### src/common/lvdcPkg.sv
package lvdcPkg;

    localparam int WordWidth     = 26;
    localparam int SyllableWidth = 13;
    localparam int OpWidth       = 4;
    localparam int AddrWidth     = 9;
    localparam int MemDepth      = 512;
    localparam int BitCountWidth = 5;
    localparam int SylCountWidth = 4;  // counts 0..12 while a syllable assembles
    localparam int FnWidth       = 2;

    localparam logic [BitCountWidth-1:0] LastBit = BitCountWidth'(WordWidth - 1);

    // kept op codes
    localparam logic [OpWidth-1:0] OpSub = 4'b0010;
    localparam logic [OpWidth-1:0] OpAnd = 4'b0110;
    localparam logic [OpWidth-1:0] OpAdd = 4'b0111;
    localparam logic [OpWidth-1:0] OpXor = 4'b1001;
    localparam logic [OpWidth-1:0] OpSto = 4'b1011;
    localparam logic [OpWidth-1:0] OpRsu = 4'b1101;
    localparam logic [OpWidth-1:0] OpCla = 4'b1111;

    // serial alu function select
    localparam logic [FnWidth-1:0] FnSum  = 2'd0;
    localparam logic [FnWidth-1:0] FnAnd  = 2'd1;
    localparam logic [FnWidth-1:0] FnXor  = 2'd2;
    localparam logic [FnWidth-1:0] FnPass = 2'd3;

    typedef logic [WordWidth-1:0] word_t;

    typedef struct packed {
        logic [OpWidth-1:0]   opCode;
        logic [AddrWidth-1:0] addr;
    } syllable_t;

    typedef struct packed {
        logic [FnWidth-1:0] fn;
        logic               invAcc;
        logic               invMem;
        logic               carryIn;
        logic               loadAcc;
        logic               writeMem;
    } aluCtrl_t;

    typedef struct packed {
        logic                 valid;
        logic [AddrWidth-1:0] addr;
        word_t                data;
    } memLoad_t;

    // broadcast from timing to the serial datapath
    typedef struct packed {
        logic                     execute;
        logic [BitCountWidth-1:0] bitCount;
        logic                     advance;
    } bitTime_t;

endpackage

### src/source/timing.sv
`timescale 1ns/1ps
`default_nettype none

module timing import lvdcPkg::*; (
    input  wire      bo,
    input  wire      rst,
    input  wire      halt,
    input  wire      syllableStrobe,
    output bitTime_t bitTime,
    output logic     busy,
    output logic     done
);

    logic                     execute;
    logic [BitCountWidth-1:0] bitCount;
    logic                     advance;

    assign advance = execute & ~halt;  // halt freezes the word time
    assign busy    = execute | syllableStrobe;

    always_ff @(posedge bo) begin
        if (rst) begin
            execute  <= 1'b0;
            bitCount <= '0;
            done     <= 1'b0;
        end else begin
            done <= 1'b0;
            if (!execute) begin
                if (syllableStrobe) begin
                    execute  <= 1'b1;
                    bitCount <= '0;
                end
            end else if (advance) begin
                if (bitCount == LastBit) begin
                    execute  <= 1'b0;  // back to idle
                    bitCount <= '0;
                    done     <= 1'b1;
                end else begin
                    bitCount <= bitCount + 1'b1;
                end
            end
        end
    end

    assign bitTime.execute  = execute;
    assign bitTime.bitCount = bitCount;
    assign bitTime.advance  = advance;

endmodule
`default_nettype wire

### config.mk
export PLATFORM = sky130hd
export DESIGN_NAME = timing
export DESIGN_NICKNAME = d
export VERILOG_FILES = /design/src/common/lvdcPkg.sv /design/src/source/timing.sv
export SDC_FILE = /design/constraint.sdc
export NUM_CORES = 1
export LEC_CHECK = 0
export ABC_AREA = 1
export BUFFER_PORTS_ARGS = -buffer_cell sky130_fd_sc_hd__clkbuf_2
export CORE_AREA = 2 2 39 41
export DETAILED_ROUTE_END_ITERATION = 6
export DIE_AREA = 0 0 41 43
export PLACE_DENSITY_LB_ADDON = 0.05
export SLEW_MARGIN = 5
export SYNTH_ARGS = -nofsm -noshare
export SYNTH_HDL_FRONTEND = slang
export SYNTH_SLANG_ARGS = --single-unit
### constraint.sdc
create_clock -name bo -period 1.4 [get_ports bo]
set_clock_uncertainty 0.05 [all_clocks]
set_input_delay 0.14 -clock bo [delete_from_list [all_inputs] [get_ports bo]]
set_output_delay 0.14 -clock bo [all_outputs]
set_load 0.03 [all_outputs]
---- After elaboration in Yosys (flattened, before gate mapping) ----
Cells that the tools add are included.
storage, ports and cells
  register bits ........................... 7
  bits of input ports ..................... 4
  output and inout port bits .............. 9
  logic and storage cells ................. 23
operators by class
  add/subtract/negate cells ............... 1
  equal/unequal tests ..................... 2
  mux-type cells .......................... 9
  bitwise logic cells ..................... 5
  reduce and logical (&&, ||, !) cells .... 3
operators with widths
  kind                 count
  $mux 5               4
  $add 5x1->5 const B  1
  $eq 5x5->1 const B   1
  $mux 1               5
  $not 1->1            3
  $reduce_or 3->1      1
  $ne 2x1->1 const B   1
  $reduce_and 2->1     1
  $reduce_bool 2->1    1
  $and 1x1->1          1
  $or 1x1->1           1

---- Logic depth before layout (Yosys ltp) ----
Gate-level depths: netlist (run 1).
  word-level depth ........................ 4
  depth in mapped cells ................... 7
  depth with buffers taken out ............ 7

---- Least setup slack after synthesis (run 1) ----
OpenSTA, ideal clock, no wires.
  path kind ............................... reg2reg
  start point ............................. reg bitCount[0]
  end point ............................... reg bitCount[0]
  library setup time ...................... 114 ps
  arrival ................................. 1210 ps
  required time ........................... 1236 ps
  setup slack ............................. 27 ps
  stages on the path, launching flop included .. 7
  path buffers ............................ 0
  clock period less this slack ............ 1373 ps
  cells stage by stage .................... dfxtp_1 ha_1 nand2_1 nor2_2 nor2_4 nor2_1 nor2_1
between the ends
  word-level cells in the longest chain between the ends .. 4
  elaborated cells between the ends (all ways) .. 5
  classes of those cells .................. 1 x add/sub; 1 x eq/ne; 3 x mux
RTL lines
  what                                              RTL line                    text
  start, declared                                   timing.sv:15                logic [BitCountWidth-1:0] bitCount;
  start signal, assigned                            timing.sv:39                bitCount <= bitCount + 1'b1;
  $add 5x1->5 / $eq 5x5->1 (equally long branches)  timing.sv:39, timing.sv:34
  $mux 5 (*)                                        timing.sv:34                if (bitCount == LastBit) begin
  $mux 5 (*)                                        timing.sv:33                end else if (advance) begin
  $mux 5 (*)                                        timing.sv:28                if (!execute) begin
Mark *: on every way between the ends. The rest lies on a longest branch, timed or not. The select of a mux whose other input is x is not followed.
A chain may end at the register's enable or synchronous reset.

---- Final worst setup path (run 1) ----
  start point ............................. reg bitCount[2]
  end point ............................... out bitTime[3] (netlist bit)
RTL lines
  what           RTL line     text
  end, declared  timing.sv:9  output bitTime_t bitTime,
No word-level cell between the ends.

==> results.toml, run 1 <==
[outcome]
run_status = "finished clean"

[clocking]
cts-root-buf = "sky130_fd_sc_hd__clkbuf_4"
ctsHoldBuffers = 0
post_cts.repair.setup_buffers = 0
cts-resized-gates = 0
worst_skew_pair.late_latency_ps = 250
clk_pin_slew_ps = 50
cts_inserted_buffers = 3
h-tree-depth = 1
cts-root-to-sink-buffers = 2
cts.sinks = 7
clock_tree_from_tritoncts = "built"

[critical_path]
cp_slowest_stage_delay_ps = 490
cp-start-kind = "flip-flop"
rrSetupSlack_ps = 230
critical_path.max_fanout = 9
cp.arrival_ps = 1010
regToRegEndpoint = "bitCount[2]"
worstPathBufferInverterCount = 1
stages_on_the_worst_setup_path = 1
timing_worst_setup_path_type = "reg -> out"
regToRegStartpoint = "bitCount[0]"
cp.required_ps = 1210
worst_path_dominant_cell_family = "flip-flops"
crit_slowest_cell = "sky130_fd_sc_hd__dfxtp_1"
crit_path_start = "bitCount[2]"
worst-r2r-cell-count = 6
critPathCapture = "bitTime[3]"
crit_path_cell_trace = "clkbuf_2"
endpoint_kind = "output port"

[logic_synthesis]
number_of_standard_cells_after_synthesis = 57
synth.lib_cells_used.distinct = 18
syn-num-nets = 63
post_synth.cell_area_avg_um2 = 7.27
seq_area_frac_synth = 0.338
synth-seq-cells = 7
syn-cell-area_um2 = 414
synth-warning-count = 0

[sta]
report.final.setup_viol = 0
timing.final.max_slew_violations = 0
fin_crit_sh = 0.856
timing.max_slew.rel_slack = 0.794
min_period_ps = 1200
timing.setup.tns_ps = 0
finalHoldViolCount = 0
postLayoutSetupSlackWorst_ps = 202
clock.fmax_mhz = 835
rsz_0062_raised_after_global_routing = "false"
worst_pin_slew_ps = 308

[die]
dieWidth_um = 41
io_pins = 13
starting_utilization_of_the_core_area = 0.299
die_height_um = 43
rows = 14
dieArea_um2 = 1760
core_area_um2 = 1380

[drt]
route.detailed.drc = 0
routed_wirelength_um = 851
final_antenna_net_count = 0
drt-vias-per-instance = 4.52
dr_total_vias = 402
post_drt_wl_per_cell_um = 9.56
drt_first_pass_iters = 4
initial_drc_count = 8

[global_route]
grt_first_pass_wirelength_um = 1450
groute.layer.met3.usage = 0.0785
grt_max_degree = 10
gr-usage-met2 = 0.163
globalRouteMet1Util = 0.163
grt_busiest_layer = "met1"
globalRouteTotalUtil = 0.130
gr-total-overflow = 0
via_count_of_the_first_global_routing_pass = 342
number_of_antenna_violations_at_the_first_check_in_global_routing = 0

[layout]
postLayoutCoreUtil = 0.376
final_nets = 80
layout_fillers = 151
final_layout_size_suffix_gt1_frac = 0.342
diodes = 0
multiInputGateArea_um2 = 215
area_growth_pct = 25.7
seqCellArea_um2 = 140
design_area_um2 = 520

[pwr]
power.ir.vdd_worst_v = 0.000567
total_leakage_power_nw = 0.243
power_per_cell_area_nw_per_um2 = 879

[placed_design]
detailedPlace.worstSlack_ps = 241
port_buffers = 12
place_hpwl_um = 683
finalWeightedCongestion = 0.758
detailed_place.area_um2 = 494

[worst_hold_path]
hold_class = "in -> reg"

[run]
maxCapViolCount = 0
[per-stage QoR]
stage               hold slack [ps]  power [mW]  instances
global route                   79.6       0.491         89
global placement                358       0.284         85
floorplan                       159       0.263         57
finish                         87.6       0.458         89
detailed placement              349       0.283         85
CTS                            86.6       0.464         89
[kinds of logic after synthesis]
logic type,count (synthesis),share of synthesized area
buffers and inverters,12,0.142
AOI/OAI and AO/OA,6,0.0876
DFF,7,0.338
adders and majority gates,2,0.0604
and+or+nand+nor,30,0.372
[final cells by class]
class | count | area share
sequential | 7 | 0.269
tap | 16 | 0.0385
clock buffer | 4 | 0.0505
inverter | 9 | 0.0697
multi-input combinational | 38 | 0.413
timing repair buffer | 15 | 0.159
[Yosys cell counts]
| cell type | number | area, um^2 |
|---|---|---|
| sky130_fd_sc_hd__inv_4 | 1 | 6.26 |
| sky130_fd_sc_hd__buf_4 | 3 | 22.5 |
| sky130_fd_sc_hd__a21oi_2 | 1 | 8.76 |
| sky130_fd_sc_hd__dfxtp_1 | 7 | 140 |
| sky130_fd_sc_hd__inv_1 | 6 | 22.5 |
| sky130_fd_sc_hd__nor2_2 | 1 | 6.26 |
| sky130_fd_sc_hd__nor4_1 | 1 | 6.26 |
| sky130_fd_sc_hd__a211oi_1 | 1 | 7.51 |
| sky130_fd_sc_hd__nand3_1 | 6 | 30.0 |
| sky130_fd_sc_hd__nor2_8 | 1 | 20.0 |
| sky130_fd_sc_hd__o21ai_0 | 1 | 5.00 |
| sky130_fd_sc_hd__nor2_4 | 1 | 11.3 |
| sky130_fd_sc_hd__inv_2 | 2 | 7.51 |
| sky130_fd_sc_hd__a21oi_1 | 3 | 15.0 |
| sky130_fd_sc_hd__nand4_1 | 2 | 12.5 |
| sky130_fd_sc_hd__nand2_1 | 15 | 56.3 |
| sky130_fd_sc_hd__nor2_1 | 3 | 11.3 |
| sky130_fd_sc_hd__ha_1 | 2 | 25.0 |
[cells in the final DEF, fill, tap and decap left out, types with 2 or more instances in the layout]
cell / Yosys / final
sky130_fd_sc_hd__a21oi_1: 3 / 3
sky130_fd_sc_hd__clkbuf_2: 0 / 12
sky130_fd_sc_hd__inv_1: 6 / 6
sky130_fd_sc_hd__ha_1: 2 / 2
sky130_fd_sc_hd__buf_4: 3 / 3
sky130_fd_sc_hd__nor2_1: 3 / 3
sky130_fd_sc_hd__nand4_1: 2 / 2
sky130_fd_sc_hd__nand2_1: 15 / 15
sky130_fd_sc_hd__nand3_1: 6 / 6
sky130_fd_sc_hd__clkbuf_4: 0 / 3
sky130_fd_sc_hd__dfxtp_1: 7 / 7
sky130_fd_sc_hd__inv_2: 2 / 2
[where the power goes]
group / switching [mW] / internal [mW]
Clock: 0.0706 / 0.109
Combinational: 0.0472 / 0.0224
Sequential: 0.00463 / 0.204
[worst min-delay path by stage]
stage	start	end	cells after the start
2_1_floorplan	rst	bitCount[1]	1
3_3_place_gp	rst	bitCount[4]	2
3_5_place_dp	rst	bitCount[4]	2
4_1_cts	rst	bitCount[4]	2
5_1_grt	rst	bitCount[1]	2
6_report	rst	bitCount[1]	2
[sequential cells by signal, indices dropped and copies added, names as in the netlist]
signal and flops:
execute 1, done 1, bitCount 5
[metal layers]
layer | share of wire | up-vias | routed length (um)
met5 | 0 | - | 0
met4 | 0.022 | 0 | 19
met3 | 0.062 | 2 | 53
met2 | 0.47 | 12 | 401
met1 | 0.44 | 174 | 377
li1 | - | 214 | -
(Power assumes the default switching activity.)
==> inputs of run 2 (changes only) <==
SETUP_SLACK_MARGIN = 0.3   (was default)
==> results.toml, run 2 (synthesized netlist as in run 1, its figures left out) <==
[drt]
dr_total_vias = 425
final_antenna_net_count = 0
drt_first_pass_iters = 2
initial_drc_count = 8
post_drt_wl_per_cell_um = 10.7
routed_wirelength_um = 949
route.detailed.drc = 0
drt-vias-per-instance = 4.78

[critical_path]
cp.arrival_ps = 940
critical_path.max_fanout = 3
timing_worst_setup_path_type = "reg -> out"
cp.required_ps = 1210
cp-start-kind = "flip-flop"
endpoint_kind = "output port"

[global_route]
via_count_of_the_first_global_routing_pass = 347
grt_max_degree = 10
number_of_antenna_violations_at_the_first_check_in_global_routing = 0
gr-total-overflow = 0
grt_first_pass_wirelength_um = 1550
globalRouteTotalUtil = 0.135

[layout]
layout_fillers = 154
final_nets = 80
final_layout_size_suffix_gt1_frac = 0.548
mostFrequentLayoutCells = "12 x sky130_fd_sc_hd__nand2_1, 9 x sky130_fd_sc_hd__clkbuf_2, 6 x sky130_fd_sc_hd__nand3_1, 5 x sky130_fd_sc_hd__inv_1, 4 x sky130_fd_sc_hd__dfxtp_4"
layout_top_registers = "bitCount x5, done x1, execute x1"
largest_reg_flops = 5
area_growth_pct = 47.4
final_common_cell = "sky130_fd_sc_hd__nand2_1"
top_reg_by_flops = "bitCount"
diodes = 0

[sta]
rsz_0062_raised_after_global_routing = "true"
fin_crit_sh = 0.806
timing.final.max_slew_violations = 0
min_period_ps = 1130
clock.fmax_mhz = 886
timing.setup.tns_ps = 0
timing.max_slew.rel_slack = 0.859
worst_pin_slew_ps = 210
report.final.setup_viol = 0
finalHoldViolCount = 0

[run]
maxCapViolCount = 0

[clocking]
clk_pin_slew_ps = 50
cts_inserted_buffers = 3
cts-root-to-sink-buffers = 2
h-tree-depth = 1
cts.sinks = 7
cts-root-buf = "sky130_fd_sc_hd__clkbuf_4"
worst_skew_pair.late_latency_ps = 250
clock_tree_from_tritoncts = "built"

[outcome]
run_status = "finished clean"

[die]
starting_utilization_of_the_core_area = 0.299
dieWidth_um = 41
rows = 14
io_pins = 13
die_height_um = 43
dieArea_um2 = 1760
core_area_um2 = 1380

[pwr]
power_per_cell_area_nw_per_um2 = 790
total_leakage_power_nw = 0.269
power.ir.vdd_worst_v = 0.000400
design_power_total_mw = 0.482

[placed_design]
place_hpwl_um = 693
port_buffers = 12
finalWeightedCongestion = 0.742

[worst_hold_path]
hold_class = "in -> reg"
-- run 2: cell count changes in the layout (fill, tap and decap cells not counted), sizes merged --
cell / before / now
buf: 3 / 6
clkbuf: 16 / 13
-- run 2: metrics by stage --
| stage | utilization | hold slack [ps] | instance area [um^2] | setup slack [ps] | instances |
|---|---|---|---|---|---|
| after floorplan | - | 149 | 453 | 284 | 57 |
| after global placement | 0.369 | 346 | 510 | 237 | 82 |
| after detailed placement | 0.369 | 352 | 510 | 223 | 82 |
| after CTS | 0.411 | 85.2 | 569 | 240 | 88 |
| after global routing | 0.441 | 105 | 611 | 194 | 89 |
| final | 0.441 | 85.4 | 611 | 271 | 89 |
-- run 2: final cells by class --
cell class                      count  area, um^2  share of cell area
Tap cell                           16        20.0              0.0328
Sequential cell                     7         158               0.258
Inverter                            9        38.8              0.0635
Timing Repair Buffer               15         105               0.172
Clock buffer                        4        26.3              0.0430
Multi-Input combinational cell     38         263               0.430
-- run 2: power breakdown --
group          total [mW]  switching (mW)  internal, mW
registers           0.208         0.00861         0.200
clock network       0.189          0.0797         0.109
logic              0.0854          0.0516        0.0338
-- run 2: final timing paths --
path	startpoint	to	slack [ps]	depth (start not counted)
max	execute	bitTime[0]	270	3
max reg2reg	bitCount[1]	bitCount[2]	270	7
min reg2reg	bitCount[4]	done	470	2
min	rst	bitCount[1]	90	2
-- run 2: routing by layer --
layer,global-route usage,part of all wire,wire length (um)
met5,0,0,0
met4,0.100,0.020,19
met3,0.0314,0.051,48
met2,0.184,0.50,470
met1,0.174,0.43,410
-- run 2: critical path, stage by stage, from the launching register on --
cell                      delay [ps]
sky130_fd_sc_hd__dfxtp_4         370
sky130_fd_sc_hd__inv_4            50
sky130_fd_sc_hd__nor2_8          130
sky130_fd_sc_hd__buf_8           130
-- run 2: timing repair --
action | in CTS | in global routing
hold buffers | 0 | 0
buffers inserted | 2 | 1
pin swaps | 2 | 6
resized for setup | 5 | 15
setup endpoints to repair | 7 | 8
==> inputs of run 3 (changes only) <==
clock period = 0.95 ns   (was 1.4 ns; I/O delays follow)
==> results.toml, run 3 (synthesized netlist as in run 1, its figures left out) <==
[sta]
finalHoldViolCount = 0
min_period_ps = 1120
timing.final.max_slew_violations = 0
worst_pin_slew_ps = 218
report.final.setup_viol = 13
timing.max_slew.rel_slack = 0.853
postLayoutSetupSlackWorst_ps = -167
fin_crit_sh = 1.18
clock.fmax_mhz = 896
rsz_0062_raised_after_global_routing = "true"

[critical_path]
cp_slowest_stage_delay_ps = 370
cp.arrival_ps = 1250
stages_on_the_worst_setup_path = 7
worst_path_most_repeated_cell = "sky130_fd_sc_hd__nor2_4"
crit_path_start = "bitCount[1]"
cp-start-kind = "flip-flop"
cp.required_ps = 1090
worst_path_dominant_cell_family = "flip-flops"
crit_path_cell_trace = "inv_4 -> ha_4 -> nand2_4 -> nor2_4 -> nor2_4 -> nand2_1 -> a21oi_2"
rrSetupSlack_ps = -170
crit_slowest_cell = "sky130_fd_sc_hd__dfxtp_4"
regToRegStartpoint = "bitCount[1]"
critical_path.max_fanout = 5
worstPathBufferInverterCount = 1
worst-r2r-cell-count = 7
regToRegEndpoint = "bitCount[2]"
endpoint_kind = "flip-flop"
critPathCapture = "bitCount[2]"
timing_worst_setup_path_type = "reg -> reg"

[clocking]
ctsHoldBuffers = 0
clock_tree_from_tritoncts = "built"
cts.sinks = 7
worst_skew_pair.late_latency_ps = 250
cts-root-buf = "sky130_fd_sc_hd__clkbuf_4"
cts_inserted_buffers = 3
h-tree-depth = 1
cts-root-to-sink-buffers = 2
clk_pin_slew_ps = 50

[layout]
final_layout_size_suffix_gt1_frac = 0.578
area_growth_pct = 86.4
final_common_cell = "sky130_fd_sc_hd__nand2_1"
diodes = 0
postLayoutCoreUtil = 0.558
design_area_um2 = 772
final_nets = 90
instances_no_fill = 99
layout_top_registers = "bitCount x5, done x1, execute x1"
mostFrequentLayoutCells = "14 x sky130_fd_sc_hd__nand2_1, 8 x sky130_fd_sc_hd__buf_8, 8 x sky130_fd_sc_hd__buf_4, 6 x sky130_fd_sc_hd__nand3_1, 5 x sky130_fd_sc_hd__dfxtp_4"
top_reg_by_flops = "bitCount"
layout_fillers = 134
largest_reg_flops = 5

[placed_design]
port_buffers = 12
finalWeightedCongestion = 0.756
place_hpwl_um = 759
place.detailed.instances = 91
detailed_place.area_um2 = 594
detailedPlace.worstSlack_ps = -173

[outcome]
run_status = "finished with violations"
violated_checks = "setup timing"

[drt]
routed_wirelength_um = 1100
drt-vias-per-instance = 4.59
drt_first_pass_iters = 4
wirelength_met1_um = 460
met3WireLength_um = 53
route.detailed.drc = 0
dr_total_vias = 454
routed.top_layer = "met4"
met2RoutedLength_um = 573
post_drt_wl_per_cell_um = 11.1
initial_drc_count = 8
final_antenna_net_count = 0

[die]
core_area_um2 = 1380
die_height_um = 43
dieArea_um2 = 1760
rows = 14
dieWidth_um = 41
io_pins = 13
starting_utilization_of_the_core_area = 0.299

[pwr]
combinationalPowerShare = 0.236
power_switching_share = 0.283
power_switching_mw = 0.211
design_power_total_mw = 0.748
p_seq_frac = 0.398
power.ir.vdd_worst_v = 0.000610
total_leakage_power_nw = 0.351
power_per_cell_area_nw_per_um2 = 969
pwr-share-clk = 0.366
power.internal_mw = 0.537

[global_route]
grt_first_pass_wirelength_um = 1700
gr-total-overflow = 0
globalRouteTotalUtil = 0.150
grt_max_degree = 7
number_of_antenna_violations_at_the_first_check_in_global_routing = 0
via_count_of_the_first_global_routing_pass = 392

[run]
maxCapViolCount = 0

[worst_hold_path]
hold_class = "in -> reg"
-- run 3: cell count changes in the layout (fill, tap and decap cells not counted), moves of 2 or more --
cell	before	now
sky130_fd_sc_hd__nand2_1	12	14
sky130_fd_sc_hd__nand2_2	2	0
sky130_fd_sc_hd__buf_6	2	4
sky130_fd_sc_hd__buf_4	3	8
sky130_fd_sc_hd__clkbuf_2	9	3
sky130_fd_sc_hd__buf_8	1	8
-- run 3: power by group through the flow --
stage	Clock, mW	Combinational, mW	Sequential (mW)
2_1_floorplan	0	0.0728	0.318
3_3_place_gp	0	0.133	0.309
3_5_place_dp	0	0.132	0.308
4_1_cts	0.290	0.159	0.300
5_1_grt	0.309	0.190	0.298
6_report	0.274	0.177	0.298
-- run 3: area by class of cell --
type                       instances  area [um^2]  area share
multi-input combinational         38          251       0.326
clock buffer                       4         26.3      0.0340
inverter                           9         38.8      0.0502
tap                               16         20.0      0.0259
sequential                         7          161       0.209
timing repair buffer              25          274       0.355
-- run 3: layer usage --
| metal | GRT usage | up-vias |
|---|---|---|
| li1 | - | 232 |
| met1 | 0.182 | 208 |
| met2 | 0.206 | 12 |
| met3 | 0.0785 | 2 |
| met4 | 0.0800 | 0 |
| met5 | 0 | - |
-- run 3: repair_timing --
action,CTS,global route
buffers inserted,2,2
pin swaps,2,2
gates resized for setup,24,12
setup endpoints to repair,16,16
cloned,0,0
-- run 3: how the worst min path moves through the flow --
stage               cells after the start          end  start  slack (ps)
floorplan                               1  bitCount[1]    rst         100
global placement                        2  bitCount[1]    rst         300
detailed placement                      2  bitCount[3]    rst         310
CTS                                     2  bitCount[3]    rst          40
global route                            2  bitCount[1]    rst          40
finish                                  2  bitCount[1]    rst          40
-- run 3: worst reg2reg max path, cell delays in order (launching register included) --
cell                      delay (ps)
sky130_fd_sc_hd__dfxtp_4         370
sky130_fd_sc_hd__inv_4            40
sky130_fd_sc_hd__ha_4            150
sky130_fd_sc_hd__nand2_4          60
sky130_fd_sc_hd__nor2_4           50
sky130_fd_sc_hd__nor2_4          140
sky130_fd_sc_hd__nand2_1          90
sky130_fd_sc_hd__a21oi_2         110
-- run 3: metrics by stage --
stage               TNS [ps]  hold WS (ps)
finish                 -1400          37.3
global route           -2080          35.9
global placement        -822           302
detailed placement      -883           313
floorplan               -948           104
CTS                    -1640          36.5
